File: src/rtl/crd_macros.svh
`ifndef CRD_MACROS_SVH
`define CRD_MACROS_SVH

// receiver buffer depth, also the starting credit count of a sender.
`define CRD_DEPTH 4
`define CRD_CNT_W 3

`define CRD_ADDR_W 16
`define CRD_DATA_W 16

`endif

File: src/rtl/crd_pkg.sv
`default_nettype none

`include "crd_macros.svh"

package crd_pkg;

  typedef struct packed {
    logic [`CRD_ADDR_W-1:0] addr;
  } ld_item_t;

  typedef struct packed {
    logic [`CRD_ADDR_W-1:0] addr;
    logic [`CRD_DATA_W-1:0] data;
  } st_item_t;

  typedef enum logic {
    OUT_LD = 1'b0,
    OUT_ST = 1'b1
  } out_kind_e;

  typedef struct packed {
    out_kind_e              kind;
    logic [`CRD_ADDR_W-1:0] addr;
    logic [`CRD_DATA_W-1:0] data; // zero for loads.
  } out_item_t;

endpackage

`default_nettype wire

File: src/rtl/crd_lane_if.sv
`default_nettype none

`include "crd_macros.svh"

interface crd_lane_if import crd_pkg::*; #(
  parameter type payload_t = ld_item_t
) ();

  logic                  valid;     // one pulse per item.
  payload_t              payload;
  logic                  ret_valid; // one pulse per credit return.
  logic [`CRD_CNT_W-1:0] ret_count;

  modport sender (
    output valid,
    output payload,
    input  ret_valid,
    input  ret_count
  );

  modport receiver (
    input  valid,
    input  payload,
    output ret_valid,
    output ret_count
  );

endinterface

`default_nettype wire

File: src/rtl/credit_sender.sv
`default_nettype none

`include "crd_macros.svh"

module credit_sender import crd_pkg::*; #(
  parameter type payload_t = ld_item_t
) (
  input  logic                  i_clk,
  input  logic                  i_reset_n,
  input  logic                  i_send,
  input  payload_t              i_payload,
  output logic                  o_ready,
  output logic [`CRD_CNT_W-1:0] o_credits,
  crd_lane_if.sender            lane
);

  logic [`CRD_CNT_W-1:0] r_credits;
  logic [`CRD_CNT_W-1:0] w_ret;
  logic                  w_launch;
  logic                  r_valid;
  payload_t              r_payload;

  // a send with no credit left is simply dropped.
  assign w_launch = i_send && (r_credits != '0);
  assign w_ret    = lane.ret_valid ? lane.ret_count : '0;

  always_ff @(posedge i_clk or negedge i_reset_n) begin
    if (!i_reset_n) begin
      r_credits <= `CRD_CNT_W'(`CRD_DEPTH);
      r_valid   <= 1'b0;
    end else begin
      r_credits <= r_credits - {{(`CRD_CNT_W-1){1'b0}}, w_launch} + w_ret;
      r_valid   <= w_launch;
    end
  end

  always_ff @(posedge i_clk) begin
    if (w_launch) begin
      r_payload <= i_payload;
    end
  end

  assign lane.valid   = r_valid;
  assign lane.payload = r_payload;

  assign o_ready   = (r_credits != '0);
  assign o_credits = r_credits;

  a_credit_bound : assert property (
    @(posedge i_clk) disable iff (!i_reset_n)
    r_credits <= `CRD_CNT_W'(`CRD_DEPTH)
  );

  // the receiver may only hand back credits that are actually out on the lane.
  a_return_fits : assert property (
    @(posedge i_clk) disable iff (!i_reset_n)
    lane.ret_valid |->
      ({1'b0, r_credits} + {1'b0, lane.ret_count}) <= (`CRD_DEPTH + w_launch)
  );

endmodule

`default_nettype wire

File: src/rtl/credit_receiver.sv
`default_nettype none

`include "crd_macros.svh"

module credit_receiver import crd_pkg::*; #(
  parameter type payload_t = ld_item_t
) (
  input  logic         i_clk,
  input  logic         i_reset_n,
  crd_lane_if.receiver lane,
  input  logic         i_pop,
  output logic         o_head_valid,
  output payload_t     o_head
);

  localparam int PTR_W = $clog2(`CRD_DEPTH);

  payload_t              mem [`CRD_DEPTH];
  logic [PTR_W-1:0]      r_wr_ptr;
  logic [PTR_W-1:0]      r_rd_ptr;
  logic [`CRD_CNT_W-1:0] r_count;
  logic                  r_ret_valid;
  logic                  w_full;

  assign w_full = (r_count == `CRD_CNT_W'(`CRD_DEPTH));

  function automatic logic [PTR_W-1:0] ptr_next(input logic [PTR_W-1:0] ptr);
    if (ptr == PTR_W'(`CRD_DEPTH - 1)) begin
      return '0;
    end
    return ptr + 1'b1;
  endfunction

  always_ff @(posedge i_clk) begin
    if (lane.valid) begin
      mem[r_wr_ptr] <= lane.payload;
    end
  end

  always_ff @(posedge i_clk or negedge i_reset_n) begin
    if (!i_reset_n) begin
      r_wr_ptr    <= '0;
      r_rd_ptr    <= '0;
      r_count     <= '0;
      r_ret_valid <= 1'b0;
    end else begin
      if (lane.valid) begin
        r_wr_ptr <= ptr_next(r_wr_ptr);
      end
      if (i_pop) begin
        r_rd_ptr <= ptr_next(r_rd_ptr);
      end
      r_count     <= r_count + {{(`CRD_CNT_W-1){1'b0}}, lane.valid}
                             - {{(`CRD_CNT_W-1){1'b0}}, i_pop};
      r_ret_valid <= i_pop; // each freed slot goes back as one credit.
    end
  end

  assign lane.ret_valid = r_ret_valid;
  assign lane.ret_count = `CRD_CNT_W'(1);

  assign o_head_valid = (r_count != '0);
  assign o_head       = mem[r_rd_ptr];

  // an item arriving at a full buffer means the sender overran its credits.
  a_no_overflow : assert property (
    @(posedge i_clk) disable iff (!i_reset_n)
    lane.valid |-> !w_full
  );

  a_no_underflow : assert property (
    @(posedge i_clk) disable iff (!i_reset_n)
    i_pop |-> o_head_valid
  );

endmodule

`default_nettype wire

File: src/rtl/lane_merge.sv
`default_nettype none

`include "crd_macros.svh"

module lane_merge import crd_pkg::*; (
  input  logic      i_clk,
  input  logic      i_reset_n,
  input  logic      i_ld_valid,
  input  ld_item_t  i_ld_head,
  input  logic      i_st_valid,
  input  st_item_t  i_st_head,
  output logic      o_ld_pop,
  output logic      o_st_pop,
  output logic      o_out_valid,
  output out_item_t o_out,
  input  logic      i_out_ready
);

  out_kind_e r_prio;      // lane that wins when both heads are present.
  logic      r_hold;      // output was stalled last cycle.
  out_kind_e r_hold_lane;
  logic      w_both;
  logic      w_sel_st;
  logic      w_take;

  assign w_both = i_ld_valid && i_st_valid;

  // a stalled choice stays put, so a late arrival cannot swap the output.
  always_comb begin
    if (r_hold) begin
      w_sel_st = (r_hold_lane == OUT_ST);
    end else if (w_both) begin
      w_sel_st = (r_prio == OUT_ST);
    end else begin
      w_sel_st = i_st_valid;
    end
  end

  assign o_out_valid = i_ld_valid || i_st_valid;
  assign w_take      = o_out_valid && i_out_ready;
  assign o_ld_pop    = w_take && !w_sel_st;
  assign o_st_pop    = w_take && w_sel_st;

  assign o_out.kind = w_sel_st ? OUT_ST : OUT_LD;
  assign o_out.addr = w_sel_st ? i_st_head.addr : i_ld_head.addr;
  assign o_out.data = w_sel_st ? i_st_head.data : '0;

  always_ff @(posedge i_clk or negedge i_reset_n) begin
    if (!i_reset_n) begin
      r_prio      <= OUT_LD;
      r_hold      <= 1'b0;
      r_hold_lane <= OUT_LD;
    end else begin
      if (w_take && w_both) begin
        r_prio <= w_sel_st ? OUT_LD : OUT_ST;
      end
      r_hold      <= o_out_valid && !i_out_ready;
      r_hold_lane <= o_out.kind;
    end
  end

  // a pop always takes a head that is present, even on a held choice.
  a_pop_has_head : assert property (
    @(posedge i_clk) disable iff (!i_reset_n)
    !(o_ld_pop && !i_ld_valid) && !(o_st_pop && !i_st_valid)
  );

  a_stall_stable : assert property (
    @(posedge i_clk) disable iff (!i_reset_n)
    (o_out_valid && !i_out_ready) |=> (o_out_valid && $stable(o_out))
  );

endmodule

`default_nettype wire

File: src/rtl/credit_link_top.sv
`default_nettype none

`include "crd_macros.svh"

module credit_link_top import crd_pkg::*; (
  input  logic                  i_clk,
  input  logic                  i_reset_n,
  input  logic                  i_ld_send,
  input  logic [`CRD_ADDR_W-1:0] i_ld_addr,
  output logic                  o_ld_ready,
  output logic [`CRD_CNT_W-1:0] o_ld_credits,
  input  logic                  i_st_send,
  input  logic [`CRD_ADDR_W-1:0] i_st_addr,
  input  logic [`CRD_DATA_W-1:0] i_st_data,
  output logic                  o_st_ready,
  output logic [`CRD_CNT_W-1:0] o_st_credits,
  output logic                  o_out_valid,
  input  logic                  i_out_ready,
  output logic                  o_out_kind,
  output logic [`CRD_ADDR_W-1:0] o_out_addr,
  output logic [`CRD_DATA_W-1:0] o_out_data
);

  ld_item_t  w_ld_in;
  st_item_t  w_st_in;
  logic      w_ld_head_valid;
  ld_item_t  w_ld_head;
  logic      w_ld_pop;
  logic      w_st_head_valid;
  st_item_t  w_st_head;
  logic      w_st_pop;
  out_item_t w_out;

  assign w_ld_in.addr = i_ld_addr;
  assign w_st_in.addr = i_st_addr;
  assign w_st_in.data = i_st_data;

  crd_lane_if #(.payload_t(ld_item_t)) ld_lane ();
  crd_lane_if #(.payload_t(st_item_t)) st_lane ();

  credit_sender #(.payload_t(ld_item_t)) u_ld_sender (
    .i_clk     (i_clk),
    .i_reset_n (i_reset_n),
    .i_send    (i_ld_send),
    .i_payload (w_ld_in),
    .o_ready   (o_ld_ready),
    .o_credits (o_ld_credits),
    .lane      (ld_lane.sender)
  );

  credit_sender #(.payload_t(st_item_t)) u_st_sender (
    .i_clk     (i_clk),
    .i_reset_n (i_reset_n),
    .i_send    (i_st_send),
    .i_payload (w_st_in),
    .o_ready   (o_st_ready),
    .o_credits (o_st_credits),
    .lane      (st_lane.sender)
  );

  credit_receiver #(.payload_t(ld_item_t)) u_ld_receiver (
    .i_clk        (i_clk),
    .i_reset_n    (i_reset_n),
    .lane         (ld_lane.receiver),
    .i_pop        (w_ld_pop),
    .o_head_valid (w_ld_head_valid),
    .o_head       (w_ld_head)
  );

  credit_receiver #(.payload_t(st_item_t)) u_st_receiver (
    .i_clk        (i_clk),
    .i_reset_n    (i_reset_n),
    .lane         (st_lane.receiver),
    .i_pop        (w_st_pop),
    .o_head_valid (w_st_head_valid),
    .o_head       (w_st_head)
  );

  lane_merge u_merge (
    .i_clk       (i_clk),
    .i_reset_n   (i_reset_n),
    .i_ld_valid  (w_ld_head_valid),
    .i_ld_head   (w_ld_head),
    .i_st_valid  (w_st_head_valid),
    .i_st_head   (w_st_head),
    .o_ld_pop    (w_ld_pop),
    .o_st_pop    (w_st_pop),
    .o_out_valid (o_out_valid),
    .o_out       (w_out),
    .i_out_ready (i_out_ready)
  );

  assign o_out_kind = w_out.kind;
  assign o_out_addr = w_out.addr;
  assign o_out_data = w_out.data;

endmodule

`default_nettype wire

File: config.mk
export PLATFORM = sky130hd
export DESIGN_NAME = credit_link_top
export DESIGN_NICKNAME = d
export VERILOG_FILES = /design/src/rtl/crd_pkg.sv /design/src/rtl/crd_lane_if.sv /design/src/rtl/credit_sender.sv /design/src/rtl/credit_receiver.sv /design/src/rtl/lane_merge.sv /design/src/rtl/credit_link_top.sv
export VERILOG_INCLUDE_DIRS = /design/src /design/src/rtl
export SDC_FILE = /design/constraint.sdc
export NUM_CORES = 1
export LEC_CHECK = 0
export BUFFER_PORTS_ARGS = -buffer_cell sky130_fd_sc_hd__buf_4
export CORE_MARGIN = 2
export CORE_UTILIZATION = 25
export CTS_CLUSTER_SIZE = 12
export DETAILED_ROUTE_END_ITERATION = 6
export PLACE_DENSITY = 0.46
export SETUP_SLACK_MARGIN = 0.02
export SYNTH_ARGS = -nofsm -noshare
export SYNTH_HDL_FRONTEND = slang
export SYNTH_SLANG_ARGS = --single-unit
File: constraint.sdc
create_clock -name i_clk -period 4.1 [get_ports i_clk]
set_clock_uncertainty 0.2 [all_clocks]
set_input_delay 0.82 -clock i_clk [delete_from_list [all_inputs] [get_ports i_clk]]
set_output_delay 0.82 -clock i_clk [all_outputs]
set_load 0.1 [all_outputs]
Yosys cells after proc, flatten, opt, wreduce, memory -nomap -nowiden

Memories as Yosys holds them, arrays and structs flattened.
Index checks and enable logic that the tools add are counted.

Word-level logic and storage cells: 79
Memories: 2
Output and inout port bits: 42
Bits in registers: 75
RAM bits: 192

Equal/unequal tests: 4
Mux-type cells: 28
Reductions and logical operators: 15
Add/sub/neg operators: 12

Memories:

| name              | depth | width | rd ports | clocked after Yosys merged registers in | wr ports | line                  | RTL |
|---|---|---|---|---|---|---|---|
| u_st_receiver.mem | 4     | 32    | 1        | 0                                       | 1        | credit_receiver.sv:18 | `` payload_t mem [`CRD_DEPTH]; `` |
| u_ld_receiver.mem | 4     | 16    | 1        | 0                                       | 1        | credit_receiver.sv:18 |  |

Operator list:

| operator                                                      | number |
|---|---|
| 16-bit 2-to-1 mux                                             | 2 |
| 1-bit 2-to-1 mux                                              | 18 |
| 2-bit 2-to-1 mux                                              | 8 |
| 3-bit nonzero test                                            | 4 |
| 3-bit by 1-bit subtractor with 3-bit output                   | 4 |
| 2-bit by 1-bit adder with 2-bit output, second input constant | 4 |
| 2-bit equality test, second input constant                    | 4 |
| 1-bit logical AND                                             | 8 |
| 3-bit by 1-bit adder with 3-bit output                        | 2 |
| 3-bit adder                                                   | 2 |
| 1-bit logical NOT                                             | 2 |
| 1-bit logical OR                                              | 1 |

Longest topological paths before layout

Depth after elaboration: 8
Mapped depth: 11
Mapped depth without buffers: 11

By module

A second synthesis with hierarchy kept.

Cell total of the unflattened synthesis: 471
Area, all modules: 10,382.5 sq um

By module, submodules not included:

| module                          | area an instance (sq um) | cells each | instances |
|---|---|---|---|
| credit_receiver (u_st_receiver) | 5,127.4                  | 209        | 1 |
| credit_receiver (u_ld_receiver) | 2,811.4                  | 125        | 1 |
| credit_sender (u_st_sender)     | 1,201.2                  | 51         | 1 |
| credit_sender (u_ld_sender)     | 720.7                    | 35         | 1 |
| lane_merge                      | 521.8                    | 51         | 1 |

Least setup slack after synthesis

Ideal clock, no wire load.

Kind: reg-to-reg
From: reg u_st_sender.r_credits[1], in the netlist u_st_sender.o_credits[1]
To: reg u_st_sender.r_credits[2], in the netlist u_st_sender.o_credits[2]
Cell stages (with the launch flop): 9
Clock period less this slack: 4,090 ps
Data required time: 3,823 ps
Arrival: 3,813 ps
Setup slack: 10 ps
Library setup time: 77 ps
Buffers on the path: 0
Path through: dfrtp_1 or3_1 and2_1 ha_1 inv_1 ha_1 fa_1 xnor2_1 xnor2_1

Cells in the longest elaborated chain, start to end: 4

Ends and longest elaborated chain:

| item                                        | line                  | RTL |
|---|---|---|
| start, declared                             | credit_sender.sv:17   | `` logic [`CRD_CNT_W-1:0] r_credits; `` |
| start signal, assigned                      | credit_sender.sv:29   | `` r_credits <= `CRD_CNT_W'(`CRD_DEPTH); `` |
| start signal, assigned                      | credit_sender.sv:32   | `` r_credits <= r_credits - {{(`CRD_CNT_W-1){1'b0}}, w_launch} + w_ret; `` |
| 3-bit nonzero test                          | -                     |  |
| via o_st_ready                              | credit_link_top.sv:15 | `output logic o_st_ready,` |
| 1-bit logical AND                           | credit_sender.sv:24   | `assign w_launch = i_send && (r_credits != '0);` |
| via u_st_sender.w_launch                    | credit_sender.sv:19   | `logic w_launch;` |
| 3-bit by 1-bit subtractor with 3-bit output | credit_sender.sv:32   |  |
| 3-bit adder                                 | credit_sender.sv:32   |  |

The timed path passes the listed nets, and every way through them passes these cells.
A chain may end at the register's enable or synchronous reset.

Worst setup path in the final report

From: reg u_st_receiver.r_rd_ptr[0]
To: out o_out_data[6]

Cells in the longest elaborated chain, start to end: 2

Ends and longest elaborated chain:

| item                   | line                  | RTL |
|---|---|---|
| start, declared        | credit_receiver.sv:20 | `logic [PTR_W-1:0] r_rd_ptr;` |
| start signal, assigned | credit_receiver.sv:51 | `r_rd_ptr <= ptr_next(r_rd_ptr);` |
| memory 4 x 32 bit      | -                     |  |
| 16-bit 2-to-1 mux      | lane_merge.sv:46      | `assign o_out.data = w_sel_st ? i_st_head.data : '0;` |
| end, declared          | credit_link_top.sv:21 | `` output logic [`CRD_DATA_W-1:0] o_out_data `` |

No other way between the ends.

==> impl_results.md <==
* Via density at 4.06
* CP max FO at 26
* Fmax at 265 MHz
* Final Core Density at 31.2%
* I/O pins at 95
* CP max stage delay at 940 ps
* Final Cycle Share at 92.1%
* Synthesized net count at 529
* Drt drc at 0
* Worst skew pair latency at 500 ps
* Min-Delay Path Class: in2async
* Mapped Cells at ~450
* Final Hold Violating Endpoints at 0
* Pre-CTS WS at 669 ps
* Worst endpoint data arrival time at 2760 ps
* Fin. max-slew vios at 0
* Worst Setup SP: u_st_receiver.r_rd_ptr[0]
* ANT nets after route at 0
* Crit start category: flop
* # clock sinks at about 270
* Congestion Overflow GR at 0
* Largest net degree at the start of global routing at 35
* Drt first pass iters at 4
* Netlist cell types at 30
* Setup crit end kind: output pin
* Hold buffers post-CTS at 0
* Vias in the first global route at approximately 5200
* Max_cap viols at 0
* Post-Synthesis Cell Area at 10100 um2
* Worst setup margin at 322 ps
* Clock root cell: clkbuf_16
* Delay-heaviest family, CP: flip-flops
* Num CTS Buffers at 34
* Ratio of cells with drive above 1 in the final layout at a little over a third
* CP max-delay cell: dfrtp_2
* Post-Route WL at 20500 um
* Area Overhead vs Synth at 23.4%
* Synthesis Warnings at 0
* Vias after detailed routing at 4560
* Sequential share of the synthesized area at 78.4%
* Total track usage at ~10%
* RR Startpoint: u_st_receiver.r_count[2]
* Synthesized flop and latch total at 267
* Placed Area at roughly 11000 um2
* Row cnt at 73
* RePlAce Congestion at 0.679
* Crit path buf inv count at 2
* Most common cell after layout, fill and taps aside: edfxtp_1
* Clock slew at reported path FFs at 50 ps
* Die height at roughly 200 um
* RSZ-0062 raised after global routing: false
* CP Class: reg2out
* Final min period at between 3000 and 4000 ps
* Diode count at 0
* WP data required at 3080 ps
* Final Cell Area at 12400 um2
* Full die area at 41800 um2
* Final #Nets at about 650
* DR iter-0 viols at 223
* Avg Inst Size Synth at 22.1 um2
* CTS tree: yes
* CTS H-Tree Depth at 2
* Hpwl dp at 12900 um
* CP dominant cell by count: buf_4
* Final TNS setup at 0 ps
* Starting Density at between 20% and 30%
* Status: finished, final reports clean
* Core Region at 39700 um2
* Initial antenna violation count at 0
* Commonest non-fill, non-tap cells in the layout: 240 x edfxtp_1, 98 x buf_4, 48 x mux4_2
* Global-route wire length before repair at 31200 um
* Fill cells at 3859
* Cells along the critical path: buf_4, mux4_2, and2_1, buf_4
* Slew @ Worst Pin at around 980 ps
* Relative slew slack at 34.7%
* Routed WL per cell at 18.3 um
* Clk buf depth at 3
* PortBufs at 94
* DIE WIDTH at 205 um
* Final setup violation count at 0
what timing repair did:
item / CTS / global route
setup endpoints to repair: 0 / 5
setup buffers: 0 / 0
resized for setup: 0 / 1
metrics by stage:
step | instances | hold slack (ps)
after floorplan | 454 | 247
after global placement | 1063 | 261
after detailed placement | 1063 | 276
after CTS | 1123 | 30.8
after global routing | 1123 | 49.6
final | 1123 | 36.3
worst paths after layout:
path,slack (ps),cells after the start,end
max,320,4,o_out_data[6]
min,40,1,u_st_sender.o_credits[1]
max reg2reg,1100,11,u_st_receiver.r_count[2]
min reg2reg,290,1,u_st_receiver.r_count[2]
max in group asynchronous,3340,1,u_ld_sender.o_credits[2]
min in group i_clk,290,1,u_st_receiver.r_count[2]
logic make-up (layout without fill, tap and decap cells):
| family | Yosys count | after routing | share of synthesized area (%) |
|---|---|---|---|
| AO/OA/AOI/OAI | 7 | 7 | 0.573 |
| XOR/XNOR | 8 | 8 | 0.697 |
| adder cells (fa/ha/maj) | 22 | 22 | 3.04 |
| buffers and inverters | 35 | 179 | 1.48 |
| flip-flops | 267 | 267 | 78.4 |
| multiplexers | 68 | 68 | 13.0 |
| AND/OR/NAND/NOR | 47 | 47 | 2.79 |
state kept, by name, indices dropped and copies added, names as in the netlist, 2 cells and up:
signal	cells
u_ld_receiver.mem	64
u_ld_receiver.r_count	3
u_ld_receiver.r_rd_ptr	2
u_ld_receiver.r_wr_ptr	2
u_ld_sender.lane.payload	16
u_ld_sender.o_credits	3
u_st_receiver.mem	128
u_st_receiver.r_count	3
u_st_receiver.r_rd_ptr	2
u_st_receiver.r_wr_ptr	2
u_st_sender.lane.payload	32
u_st_sender.o_credits	3
Yosys cell counts (all sizes together):
cell type / count / area (um2)
mux4: 48 / 1080
xnor2: 8 / 70.1
clkbuf: 7 / 26.3
or3: 4 / 30.0
o21ai: 5 / 25.0
edfxtp: 240 / 7210
nor2: 7 / 36.3
or2: 2 / 12.5
buf: 7 / 41.3
mux2: 20 / 225
dfrtp: 25 / 626
inv: 21 / 81.3
nor2b: 1 / 6.26
nand2: 4 / 15.0
dfstp: 2 / 52.6
nor3: 1 / 5.00
o221ai: 1 / 26.3
nand2b: 1 / 6.26
fa: 4 / 80.1
ha: 18 / 225
and3: 1 / 6.26
and2: 26 / 163
a31oi: 1 / 6.26
per-layer routing:
| layer | routed length [um] | vias up | share of wire, % | GRT usage (%) |
|---|---|---|---|---|
| li1 | - | 2043 | - | - |
| met1 | 8700 | 2376 | 42 | 12.7 |
| met2 | 10300 | 103 | 50 | 17.3 |
| met3 | 1100 | 38 | 5.4 | 2.59 |
| met4 | 447 | 0 | 2.2 | 2.92 |
| met5 | 0 | - | 0 | 0 |
layout make-up:
type | instances | area, um2 | share of cell area [%]
multi-input combinational | 152 | 2030 | 16.3
inverter | 21 | 81.3 | 0.656
timing repair buffer | 98 | 736 | 5.93
clock buffer | 44 | 910 | 7.33
tap | 525 | 657 | 5.30
sequential | 267 | 7890 | 63.6
clock inverter | 16 | 105 | 0.847
worst register-to-register path, cell delays in order (launching register included):
cell and delay, ps:
dfrtp_1 390, or3_4 430, o221ai_4 220, buf_4 320, nor2_2 120, ha_1 290, inv_1 60, ha_1 140
inv_1 60, fa_1 380, xnor2_1 180, xnor2_1 140
Power is not shown: default switching activity piles up to over one toggle a cycle in this logic, so the estimate is an artifact.
